--- src/hdl/bubl_consts.svh ---
// Bus widths, ROM banking constants and idle read value for the main CPU glue
`ifndef BUBL_CONSTS_SVH
`define BUBL_CONSTS_SVH

////////////////////////////////////////////////////////////
// Widths

`define BUBL_AW       16    // Z80 address bus
`define BUBL_DW       8     // Data bus
`define BUBL_ROM_AW   18    // Main ROM space after banking
`define BUBL_WORK_AW  13    // 8 KB work RAM

////////////////////////////////////////////////////////////
// Memory map values

// Undecoded space floats high on the board
`define BUBL_IDLE_BYTE  8'hFF

// Bank number is offset past the two fixed 16 KB pages
`define BUBL_BANK_BASE  2

// Bubble Bobble wires the top bank bit inverted
`define BUBL_BUBBLE_BANK_XOR  4

`endif

--- src/hdl/bubl_sound_comm.sv ---
// Sound CPU latch, strobe, reset and two-way flag handling
`timescale 1ns/1ps
`default_nettype none
`include "bubl_consts.svh"

module bubl_sound_comm (
    input  wire                  clk24,
    input  wire                  rst,
    input  wire [1:0]            cpu_addr,      // Offset within sound window
    input  wire [`BUBL_DW-1:0]   cpu_dout,
    input  wire                  snd_wr,
    input  wire                  snd_rd,
    input  wire                  main_stb,
    input  wire                  snd_flag,
    input  wire [`BUBL_DW-1:0]   main_latch,
    output logic [`BUBL_DW-1:0]  snd_latch,
    output logic                 snd_stb,
    output logic                 snd_rstn,
    output logic                 main_flag,
    output logic [`BUBL_DW-1:0]  snd_rd_data
);

logic snd_wr_q;     // Previous cycle write, for pulse start
logic main_stb_q;

////////////////////////////////////////////////////////////
// Main to sound direction

always_ff @(posedge clk24 or posedge rst) begin
    if (rst) begin
        snd_latch <= '0;
        snd_stb   <= 1'b0;
        snd_rstn  <= 1'b1;  // Sound CPU runs out of reset
        snd_wr_q  <= 1'b0;
    end else begin
        snd_wr_q <= snd_wr;
        snd_stb  <= snd_wr && !snd_wr_q && cpu_addr == 2'd0;
        if (snd_wr) begin
            case (cpu_addr)
                2'd0:    snd_latch <= cpu_dout;
                2'd3:    snd_rstn  <= ~cpu_dout[0];
                default: ;
            endcase
        end
    end
end

////////////////////////////////////////////////////////////
// Sound to main direction

// Flag drops on any read, rises with the sound side strobe
always_ff @(posedge clk24 or posedge rst) begin
    if (rst) begin
        main_flag  <= 1'b1;
        main_stb_q <= 1'b0;
    end else begin
        main_stb_q <= main_stb;
        if (snd_rd) begin
            main_flag <= 1'b0;
        end else if (main_stb && !main_stb_q) begin
            main_flag <= 1'b1;
        end
    end
end

assign snd_rd_data = cpu_addr[0] ? {6'h3f, main_flag, snd_flag} : main_latch;

// One pulse per latch write even if the CPU holds the strobe
assert property (@(posedge clk24) disable iff (rst) snd_stb |=> !snd_stb)
    else $error("snd_stb high for two cycles");

endmodule

`default_nettype wire

--- config.mk ---
export PLATFORM = sky130hd
export DESIGN_NAME = bubl_sound_comm
export DESIGN_NICKNAME = d
export VERILOG_FILES = /design/src/hdl/bubl_sound_comm.sv
export VERILOG_INCLUDE_DIRS = /design/src /design/src/hdl
export SDC_FILE = /design/constraint.sdc
export NUM_CORES = 1
export LEC_CHECK = 0
export ABC_AREA = 1
export ABC_CLOCK_PERIOD_IN_PS = 800
export BUFFER_PORTS_ARGS = -buffer_cell sky130_fd_sc_hd__buf_2
export CAP_MARGIN = 20
export CORE_MARGIN = 1
export CORE_UTILIZATION = 35
export CTS_BUF_LIST = sky130_fd_sc_hd__clkbuf_4
export CTS_CLUSTER_SIZE = 25
export DETAILED_ROUTE_END_ITERATION = 6
export GPL_TIMING_DRIVEN = 0
export PLACE_DENSITY = 0.8
export SKIP_CTS_REPAIR_TIMING = 1
export SYNTH_ARGS = -nofsm -noshare
export SYNTH_HDL_FRONTEND = slang
export SYNTH_SLANG_ARGS = --single-unit
--- constraint.sdc ---
create_clock -name clk24 -period 0.8 [get_ports clk24]
set_input_delay 0.08 -clock clk24 [delete_from_list [all_inputs] [get_ports clk24]]
set_output_delay 0.08 -clock clk24 [all_outputs]
set_load 0.02 [all_outputs]
==> results.yml <==
sta:
  hold_viol: 0
  drv_slew: 0
  period_minus_slack_ns: 1.11
  max_freq_mhz: 901
  rsz0062_at_grt: "yes"
  max-slew-margin-rel: 0.675
  setup_violations: 12
  fin_skew_ns: 0.000312
  period_share: 1.39
  timing.final.ws_setup_ns: -0.310
  worst_pin_slew_ns: 0.487
outcome:
  failed_checks: "negative setup slack"
  status: "finished with violations"
synthesis:
  yosys.cell_count.top_type: "nand2_1"
  synth_edf_count: 0
  synth_area_per_cell_um2: 8.99
  synthAdderAreaFrac: 0
  ys_ff_latch: 13
  synth_top_area_share: 0.478
  ys_top_cells_by_count: "nand2_1 (24), dfrtp_1 (11), nand3_1 (9)"
  synthMuxAreaShare: 0
  synth_compound_area_frac: 0.00870
  ys_top_cells_by_area: "dfrtp_1 (48%), nand2_1 (16%), dfstp_2 (9.1%)"
  ys.flop_type: "dfrtp_1"
  netlist_area_um2: 576
  synth_nets: 88
  synth_seq_area_share: 0.570
  synth_top_cell_by_area: "dfrtp_1"
  synth-simple-area-share: 0.363
  synthArstFlopShare: 1.00
  synth_cell_types: 13
  yosysWarnings: 0
  synth_top_family_by_area: "simple AND/OR/NAND/NOR gates"
  synthXorXnorAreaFrac: 0
  synth_cells: 64
cts:
  cts_buffers: 3
  cts_tree: "yes"
  clock_latency_ns: 0.26
  cts_sinks: 13
  cts-root-buf: "clkbuf_4"
  clockBufferDepth: 2
  htreeDepth: 1
  path_clk_slew_ns: 0.08
floorplan:
  die_w_um: 42.6
  die_area_um2: 1810
  coreArea_um2: 1520
  initial_core_util: 0.378
  rows: 14
  pin_count: 43
  chipHeight_um: 42.6
route:
  vias_per_cell: 4.70
  first_pass_iters: 4
  vias: 648
  drc_errors: 0
  routed_wl_um: 1770
  first_iter_violations: 8
  ant_nets: 0
  wl_per_cell_um: 12.8
critical_path:
  crit_buf_inv: 1
  cp_slowest_cell: "dfstp_2"
  cp_slowest_stage_delay_ns: 0.55
  critPathCaptureType: "primary output"
  worstReg2RegStart: "snd_latch[2]"
  worstPathArrival_ns: 1.03
  cp_top_family: "flip-flops"
  crit_required_ns: 0.72
  cp-startpoint: "main_flag"
  crit_chain: "nand2_2, nand2_2, buf_6"
  crit_top_cell: "nand2_2"
  crit_fanout: 3
  startpoint_type: "register"
  crit_type: "reg2out"
  r2r_slack_ns: 0.04
placement:
  place_area_um2: 808
  io_buffers: 42
  dp.final_hpwl_um: 1060
  gp_congestion: 0.650
power:
  p_per_area_nw_per_um2: 1790
  ir_worst_vdd_v: 0.00116
  p_leak_nw: 0.597
global_route:
  grt_max_degree: 14
  busiest_layer: "met2"
  grtUsageTotal: 0.168
  grt_pass1_vias: 530
  use_met1: 0.209
  met3_usage: 0.0647
  grt_antenna_before_repair: 0
  gr-total-overflow: 0
  grt_util_met2: 0.274
  grt_pass1_wl_um: 2260
final_layout:
  drive_gt1_frac: 0.557
  nFillCells: 123
  regArea_um2: 328
  fin_area_um2: 1060
  syn_to_final_growth_pct: 84.8
  fin_util: 0.698
  fin_nets: 147
  multi_input_area_um2: 231
  antenna_cells: 0
run:
  maxCapViolCount: 0
hold_path:
  min-delay-start: "cpu_dout[3]"
  hp-class: "in2reg"
-- layer usage --
metal	part of all wire	up-vias
li1	-	317
met1	0.36	308
met2	0.58	19
met3	0.036	4
met4	0.020	0
met5	0	-
-- power breakdown --
group / internal, mW / switching [mW] / leakage, nW
clock: 0.227 / 0.201 / 0.0184
combinational: 0.355 / 0.315 / 0.421
sequential: 0.748 / 0.0606 / 0.158
-- sequential cells by signal (all words and copies together), names as in the netlist --
| name | flops |
|---|---|
| snd_rstn | 1 |
| snd_latch | 8 |
| main_stb_q | 1 |
| snd_wr_q | 1 |
| main_flag | 1 |
| snd_stb | 1 |
-- area by class of cell --
type / instances / share of cell area
Timing Repair Buffer: 54 / 0.395
Sequential cell: 13 / 0.308
Multi-Input combinational cell: 45 / 0.218
Clock buffer: 4 / 0.0282
Tap cell: 16 / 0.0188
Buffer: 2 / 0.0176
Inverter: 4 / 0.0141
-- final timing paths --
check                            endpoint  depth (start not counted)
setup / recovery           snd_rd_data[1]                          3
hold / removal               snd_latch[3]                          3
setup reg to reg             snd_latch[2]                          3
hold reg to reg                   snd_stb                          1
max in group asynchronous        snd_rstn                          3
min in group asynchronous    snd_latch[7]                          3
-- layout by cell type (no fill, tap or decap), types with 2 or more instances in the layout --
| cell type | n |
|---|---|
| inv_1 | 4 |
| clkbuf_4 | 4 |
| buf_6 | 19 |
| nand2_2 | 2 |
| dlygate4sd3_1 | 4 |
| buf_4 | 8 |
| nand2_1 | 22 |
| dfstp_2 | 2 |
| buf_2 | 25 |
| or2_4 | 5 |
| nand3_1 | 9 |
| dfrtp_1 | 11 |
| nor2_1 | 2 |
-- through the flow --
stage	total power, mW	instances	hold slack (ns)	setup slack (ns)	TNS (ns)
floorplan	1.06	64	-0.0445	-0.0402	-0.0402
global placement	1.23	122	0.111	-0.0527	-0.412
detailed placement	1.25	122	0.116	-0.0649	-0.583
CTS	1.67	126	-0.178	-0.359	-1.98
global route	2.02	138	0.0480	-0.366	-1.98
finish	1.91	138	0.0433	-0.310	-1.48
-- worst reg2reg max path: stages (launching register included) --
cell	delay, ns
dfrtp_1	0.41
buf_4	0.14
nand2_1	0.05
nand2_1	0.06
-- cell families after synthesis --
kind of cell | Yosys count
and+or+nand+nor | 44
buffers and inverters | 6
AOI/OAI and AO/OA | 1
DFF | 13
Note: power is estimated with default switching activity, not from simulation.
