**config.mk**
```make
export PLATFORM = sky130hd
export DESIGN_NAME = bubl_main_ctrl
export DESIGN_NICKNAME = d
export VERILOG_FILES = /design/src/hdl/bubl_pkg.sv /design/src/hdl/bubl_main_ctrl.sv
export VERILOG_INCLUDE_DIRS = /design/src /design/src/hdl
export SDC_FILE = /design/constraint.sdc
export NUM_CORES = 1
export LEC_CHECK = 0
export BUFFER_PORTS_ARGS = -buffer_cell sky130_fd_sc_hd__buf_2
export CAP_MARGIN = 20
export CORE_MARGIN = 2
export CORE_UTILIZATION = 31
export DETAILED_ROUTE_END_ITERATION = 16
export PLACE_DENSITY = 0.75
export SYNTH_ARGS = -nofsm -noshare
export SYNTH_HDL_FRONTEND = slang
export SYNTH_SLANG_ARGS = --single-unit
```
**constraint.sdc**
```tcl
create_clock -name clk24 -period 1.4 [get_ports clk24]
set_input_delay 0.28 -clock clk24 [delete_from_list [all_inputs] [get_ports clk24]]
set_output_delay 0.28 -clock clk24 [all_outputs]
set_load 0.01 [all_outputs]
```
**src/hdl/bubl_consts.svh**
```systemverilog
// Bus widths, ROM banking constants and idle read value for the main CPU glue
`ifndef BUBL_CONSTS_SVH
`define BUBL_CONSTS_SVH

////////////////////////////////////////////////////////////
// Widths

`define BUBL_AW       16    // Z80 address bus
`define BUBL_DW       8     // Data bus
`define BUBL_ROM_AW   18    // Main ROM space after banking
`define BUBL_WORK_AW  13    // 8 KB work RAM

////////////////////////////////////////////////////////////
// Memory map values

// Undecoded space floats high on the board
`define BUBL_IDLE_BYTE  8'hFF

// Bank number is offset past the two fixed 16 KB pages
`define BUBL_BANK_BASE  2

// Bubble Bobble wires the top bank bit inverted
`define BUBL_BUBBLE_BANK_XOR  4

`endif

```
**src/hdl/bubl_pkg.sv**
```systemverilog
// Read-source enum and ROM bank type shared by the main CPU glue
`default_nettype none

package bubl_pkg;

    // Which block answers the current CPU access
    typedef enum logic [7:0] {
        SRC_NONE  = 8'd0,   // Undecoded, reads idle byte
        SRC_ROM   = 8'd1,
        SRC_VRAM  = 8'd2,
        SRC_PAL   = 8'd3,
        SRC_WORK  = 8'd4,   // Main work RAM
        SRC_SOUND = 8'd5,   // Sound CPU latch and flags
        SRC_CAB   = 8'd6    // Tokio cabinet port
    } rd_src_t;

    // Banked window page number
    typedef logic [2:0] bank_t;

endpackage

`default_nettype wire

```
**src/hdl/bubl_main_ctrl.sv**
```systemverilog
// Miscellaneous control register and banked main ROM address map
`timescale 1ns/1ps
`default_nettype none
`include "bubl_consts.svh"

module bubl_main_ctrl (
    input  wire                     clk24,
    input  wire                     rst,
    input  wire                     tokio,
    input  wire [`BUBL_AW-1:0]      cpu_addr,
    input  wire [`BUBL_DW-1:0]      cpu_dout,
    input  wire                     misc_we,
    input  wire                     flip_we,
    output logic [`BUBL_ROM_AW-1:0] main_rom_addr,
    output logic                    black_n,
    output logic                    flip,
    output logic                    sub_rst_n,
    output logic                    mcu_rst
);

bubl_pkg::bank_t bank;
logic [3:0]      page;      // 16 KB page in ROM space
logic            flip_load;

// Flip lives at its own address on Tokio
assign flip_load = tokio ? flip_we : misc_we;

////////////////////////////////////////////////////////////
// Control register

always_ff @(posedge clk24 or posedge rst) begin
    if (rst) begin
        bank      <= '0;
        black_n   <= 1'b0;
        flip      <= 1'b0;
        sub_rst_n <= 1'b0;  // Sub CPU held until software releases it
        mcu_rst   <= 1'b1;
    end else begin
        if (misc_we) begin
            if (tokio) begin
                bank      <= cpu_dout[2:0];
                sub_rst_n <= 1'b1;
                mcu_rst   <= 1'b1;  // No MCU on Tokio
            end else begin
                bank      <= cpu_dout[2:0] ^ 3'(`BUBL_BUBBLE_BANK_XOR);
                sub_rst_n <= cpu_dout[4];
                mcu_rst   <= ~cpu_dout[5];
            end
            black_n <= cpu_dout[6];
        end
        if (flip_load) begin
            flip <= cpu_dout[7];
        end
    end
end

////////////////////////////////////////////////////////////
// ROM address map

// Pages 0 and 1 fixed, banked window starts at page 2
assign page = {1'b0, bank} + 4'(`BUBL_BANK_BASE);

always_comb begin
    if (cpu_addr[15]) begin
        main_rom_addr = {page, cpu_addr[13:0]};    // 8000-BFFF banked
    end else begin
        main_rom_addr = {{(`BUBL_ROM_AW-15){1'b0}}, cpu_addr[14:0]};
    end
end

endmodule

`default_nettype wire

```
==> impl_metrics.csv, run 1 <==
group,metric,value,unit
worst_setup_path,critical_path_arrival,1160,ps
yosys,netlist-cell-type-count,15,
yosys,synth_warnings,0,
timing,hold_violations,0,
die,die_area,1720,sq um
global_routing,antenna_found_initial,0,
die,coreArea,1300,sq um
timing,layout_worst_path_cycle_share,103,%
layout,fin_area,499,sq um
power,swShare,24.3,%
worst_setup_path,cp-start-kind,"register",
yosys,netlist_top_cells_area,"dfrtp_1, buf_4, mux2_2",
yosys,synth_top_area_cell,"dfrtp_1",
cts,clockBufferDepth,2,
run_status,violations,"negative setup slack",
timing,min_period,1440,ps
drt,num_vias,289,
yosys,syn_nets,71,
worst_setup_path,cp-endpoint,"main_rom_addr[16]",
drt,wl_per_cell,9.87,microns
yosys,synth-edff-count,0,
power,power_frac_comb,21.6,%
yosys,synthFlopType,"dfrtp_1",
job,drv_cap,0,
cts,cts_max_level,1,
placement,gp_congestion,0.639,
power,p_sw,129,uW
worst_setup_path,worst-path-buf-inv,1,
layout,postLayoutCoreUtil,38.4,%
die,io_pins,51,
die,num_rows,13,
drt,drt-total-wl,681,microns
cts,cts_sinks,7,
worst_hold_path,hold_class,"primary input to register",
global_routing,first_global_vias,297,
yosys,synth_area_per_cell,10.6,sq um
timing,final.setup_skew,0,ps
drt,drc,0,
die,die_y,41.4,microns
layout,multi_input_area,140,sq um
yosys,ys_async_sr_fraction,100,%
run_status,status,"finished with violations",
cts,path_clk_slew,50,ps
worst_setup_path,rrSetupSlack,530,ps
cts,clk_latency,240,ps
power,seq_power_share,44.6,%
timing,max_freq,696,MHz
worst_setup_path,cp-end-kind,"output pin",
timing,tightest_slew,272,ps
placement,port_buffers,21,
power,p_per_area,1060,nW/um^2
drt,final_antenna_net_count,0,
yosys,synth_most_common_cell,"buf_4",
worst_setup_path,path_class,"register to output pin",
timing,maxSlewHeadroom,81.9,%
power,internal_power,400,uW
cts,root_buffer,"clkbuf_4",
timing,rsz0062_at_grt,"true",
power,ir_worst_vdd,524,uV
global_routing,grt_pass1_wl,1170,microns
drt,initialDrtViolationCount,0,
layout,antenna_cells,0,
worst_setup_path,cp_slowest_cell,"dfrtp_1",
worst_setup_path,cp_cell_sequence,"ha_1 > and2_1 > buf_2",
timing,maxSlewViolCount,0,
drt,vias_per_cell,4.19,
worst_setup_path,r2r-end,"bank[1]",
cts,cts_buffers,3,
yosys,synth_top_area_share,34.6,%
layout,fillers,141,
drt,drtPass1Iterations,1,
yosys,synthCells,41,
global_routing,grt_max_degree,10,
layout,final_nets,85,
timing,worst_slack,-37.8,ps
layout,drive_above_1_share,59.3,%
layout,regArea,176,sq um
worst_setup_path,cp-startpoint,"bank[2]",
global_routing,grt_overflow,0,
timing,finalSetupViolCount,1,
global_routing,grtUsageTotal,8.96,%
cts,cts_tree,"yes",
die,die_w,41.4,microns
worst_setup_path,critPathMaxFanout,2,
yosys,netlist_area,434,sq um
worst_setup_path,cpLargestDelayFamily,"flip-flops",
worst_setup_path,critPathRequiredTime,1120,ps
power,clkPwrFrac,33.9,%
cts,cts_resized,0,
worst_setup_path,r2r-start,"bank[1]",
yosys,synthTopCellsByCount,"buf_4, dfrtp_1, mux2_2",
power,leakage,0.258,nW
worst_setup_path,crit_path_max_incr_delay,370,ps
worst_setup_path,reg2reg_depth,2,
yosys,yosysSeqAreaShare,40.6,%
placement,dpl_cell_area,448,sq um
yosys,ys_ff_latch,7,
die,initial_core_util,33.4,%
worst_setup_path,cp.depth,3,
layout,syn_to_final_growth,15.0,%
## power by group through the flow
| stage | logic [mW] | clock network, mW | registers [mW] |
|---|---|---|---|
| final | 0.114 | 0.179 | 0.236 |
| after global routing | 0.129 | 0.201 | 0.238 |
| after CTS | 0.118 | 0.188 | 0.236 |
| after detailed placement | 0.105 | 0 | 0.240 |
| after global placement | 0.101 | 0 | 0.239 |
| after floorplan | 0.0922 | 0 | 0.244 |
## cells by family (layout without fill, tap and decap cells)
logic type                 Yosys count  after routing  share of synthesized area (%)
AOI/OAI and AO/OA                    2              2                           2.59
xor gates and xnor gates             1              1                           2.02
adders and majority gates            1              1                           2.88
buffers and inverters               17             30                           27.1
DFF                                  7              7                           40.6
muxes                                7              7                           17.9
and+or+nand+nor                      6              6                           6.92
## how the worst min path moves through the flow
stage / from / endpoint / slack (ps) / cells past startpoint
2_1_floorplan: rst / bank[0] / 80 / 1
3_3_place_gp: rst / flip / 220 / 2
3_5_place_dp: rst / flip / 230 / 2
4_1_cts: cpu_dout[5] / mcu_rst / 190 / 2
5_1_grt: cpu_dout[5] / mcu_rst / 200 / 2
6_report: cpu_dout[5] / mcu_rst / 200 / 2
## cell usage in the layout, fill, tap and decap left out, types with 2 or more instances in the layout
cell and count:
buf_2 21, dfrtp_1 6, mux2_2 5, nor2_1 3, clkbuf_4 3, inv_1 2, and2_1 2, buf_4 2
## per-stage QoR
step | TNS, ps | setup slack (ps) | total power, mW | std cells | hold slack [ps]
global route | -82.1 | -82.1 | 0.567 | 69 | 199
detailed placement | 0 | 170 | 0.345 | 62 | 225
CTS | -57.5 | -57.5 | 0.541 | 69 | 190
global placement | 0 | 191 | 0.340 | 62 | 217
floorplan | 0 | 300 | 0.336 | 41 | 82.7
finish | -37.8 | -37.8 | 0.529 | 69 | 198
## registers in the layout, indices dropped and copies added, names as in the netlist
| signal | cells |
|---|---|
| bank | 3 |
| black_n | 1 |
| flip | 1 |
| mcu_rst | 1 |
| sub_rst_n | 1 |
## final cells by class
class	instances	share of cell area (%)
sequential	7	35.3
inverter	2	1.50
timing repair buffer	24	26.1
tap	15	3.76
clock buffer	4	5.26
multi-input combinational	17	28.1
## routing by layer
layer / wire [microns] / track usage, %
met5: 0 / 0
met2: 329 / 13.8
met4: 0 / 7.10
met1: 269 / 9.19
met3: 83 / 4.35
## what timing repair did
| item | 4_1_cts | 5_1_grt |
|---|---|---|
| hold buffers | 1 | 0 |
| pin swaps | 2 | 0 |
| buffers inserted | 2 | 0 |
| endpoints found under the setup margin | 1 | 1 |
| hold endpoints to repair | 6 | 0 |
(Power assumes the default switching activity.)
==> run 2, diff against run 1 <==
--- a/config.mk
+++ b/config.mk
@@ -6,7 +6,7 @@
 export SDC_FILE = /design/constraint.sdc
 export NUM_CORES = 1
 export LEC_CHECK = 0
-export BUFFER_PORTS_ARGS = -buffer_cell sky130_fd_sc_hd__buf_2
+export BUFFER_PORTS_ARGS = -buffer_cell sky130_fd_sc_hd__clkbuf_2
 export CAP_MARGIN = 20
 export CORE_MARGIN = 2
 export CORE_UTILIZATION = 31
==> constraint.sdc (replaced) <==
create_clock -name clk24 -period 1.5 [get_ports clk24]
set_input_delay 0.3 -clock clk24 [delete_from_list [all_inputs] [get_ports clk24]]
set_output_delay 0.3 -clock clk24 [all_outputs]
set_load 0.01 [all_outputs]
==> run 2 against run 1 <==
Effect of this change:
- the run now ends clean
- combinational power is 12% lower
- design area is 1.5% lower
- clock-buffer cell count stayed put
- utilization is 0.58 points lower
- critical path depth stayed put
==> impl_metrics.csv, run 2 (synthesized netlist as in run 1, its figures left out) <==
group,metric,value,unit
timing,setup_tns,0,ps
die,io_pins,51,
timing,final.setup_skew,0,ps
global_routing,grt_overflow,0,
worst_setup_path,rrSetupSlack,630,ps
worst_hold_path,hold_class,"primary input to register",
layout,largest_reg_flops,3,
power,clkPwrFrac,33.9,%
power,p_per_area,986,nW/um^2
global_routing,grtUsageTotal,9.05,%
drt,initialDrtViolationCount,1,
power,ir_worst_vdd,388,uV
timing,min_period,1450,ps
placement,gp_congestion,0.638,
cts,root_buffer,"clkbuf_4",
drt,num_vias,292,
worst_setup_path,cpLargestDelayFamily,"flip-flops",
worst_setup_path,r2r-end,"bank[1]",
cts,clk_latency,240,ps
worst_setup_path,cp_cell_sequence,"ha_1 > and2_1 > buf_2",
timing,layout_worst_path_cycle_share,96.9,%
drt,vias_per_cell,4.29,
timing,holdWs,212,ps
global_routing,first_global_vias,300,
power,finalPower,485,uW
drt,final_antenna_net_count,0,
worst_setup_path,critPathRequiredTime,1200,ps
placement,post-place-ws,261,ps
die,die_y,41.4,microns
worst_setup_path,cp_slowest_cell,"dfrtp_1",
layout,final_nets,84,
drt,drc,0,
timing,rsz0062_at_grt,"true",
power,swShare,24.0,%
power,power_frac_comb,20.7,%
job,drv_cap,0,
timing,maxSlewViolCount,0,
timing,maxSlewHeadroom,82.1,%
layout,postLayoutCoreUtil,37.8,%
cts,cts_buffers,3,
power,p_sw,117,uW
timing,finalSetupViolCount,0,
die,die_w,41.4,microns
placement,port_buffers,21,
worst_setup_path,path_class,"register to output pin",
timing,hold_violations,0,
layout,final_common_cell,"clkbuf_2",
layout,finalNonFillerCells,68,
cts,clockBufferDepth,2,
die,coreArea,1300,sq um
layout,drive_above_1_share,58.5,%
worst_setup_path,crit_path_max_incr_delay,370,ps
cts,cts_tree,"yes",
worst_setup_path,critPathMaxFanout,2,
global_routing,grt_max_degree,10,
placement,place_inst,62,
worst_setup_path,worst-path-buf-inv,1,
timing,max_freq,688,MHz
placement,dpl_cell_area,448,sq um
power,internal_power,368,uW
worst_hold_path,worstHoldStart,"cpu_dout[5]",
die,initial_core_util,33.4,%
layout,fin_area,492,sq um
worst_setup_path,cp-end-kind,"output pin",
drt,wl_per_cell,9.84,microns
drt,drt-total-wl,669,microns
layout,syn_to_final_growth,13.3,%
worst_setup_path,r2r-start,"bank[1]",
timing,tightest_slew,268,ps
worst_hold_path,whs_endpoint,"mcu_rst",
die,num_rows,13,
cts,path_clk_slew,50,ps
timing,worst_slack,45.9,ps
worst_setup_path,critical_path_arrival,1150,ps
die,die_area,1720,sq um
global_routing,grt_pass1_wl,1190,microns
cts,cts_sinks,7,
power,leakage,0.257,nW
drt,drtPass1Iterations,2,
layout,max_flop_register,"bank",
layout,final_cell_mix,"clkbuf_2, dfrtp_1, mux2_2",
global_routing,antenna_found_initial,0,
cts,cts_max_level,1,
worst_setup_path,cp-start-kind,"register",
run_status,status,"complete, no violations",
worst_hold_path,hold_depth,2,
worst_setup_path,reg2reg_depth,2,
layout,antenna_cells,0,
power,seq_power_share,45.5,%
==> run 2: worst register-to-register path, delay by kind of cell (launching register included) <==
kind                   cells  cell delay [ps]
flip-flops                 1              370
multiplexers               1              250
buffers and inverters      1              140
==> run 2: routing by layer <==
metal / GRT usage (%) / wire length (microns) / share of wire (%)
met1: 9.19 / 260 / 39
met2: 12.8 / 318 / 48
met3: 3.48 / 83 / 12
met4: 11.0 / 8 / 1.2
met5: 0 / 0 / 0
==> run 2: cell type report <==
cell class	instances	area, sq um
fillers	143	810
inverters	2	7.51
well taps	15	18.8
flip-flops and latches	7	176
multi-input cells	17	140
clock buffers	4	26.3
repair buffers	23	123
==> run 2: how the worst max path moves through the flow <==
stage	startpoint	endpoint	slack (ps)	cells past startpoint
floorplan	bank[1]	main_rom_addr[16]	380	2
CTS	bank[1]	main_rom_addr[16]	10	3
detailed placement	bank[1]	main_rom_addr[16]	260	3
finish	bank[2]	main_rom_addr[16]	50	3
global route	bank[2]	main_rom_addr[16]	-10	3
global placement	bank[1]	main_rom_addr[16]	280	3
==> run 2: power groups by stage <==
stage | logic (mW) | registers (mW) | clock network, mW
after floorplan | 0.0861 | 0.228 | 0
after global placement | 0.0943 | 0.224 | 0
after detailed placement | 0.0972 | 0.224 | 0
after CTS | 0.104 | 0.221 | 0.174
after global routing | 0.113 | 0.223 | 0.189
final | 0.100 | 0.220 | 0.164
==> run 2: repair_timing <==
action                                  in CTS  in global routing
hold buffers                                 1                  0
pin swaps                                    0                  2
endpoints found under the hold margin        6                  0
resized for setup                            0                  1
setup buffers                                1                  0
endpoints found under the setup margin       1                  1
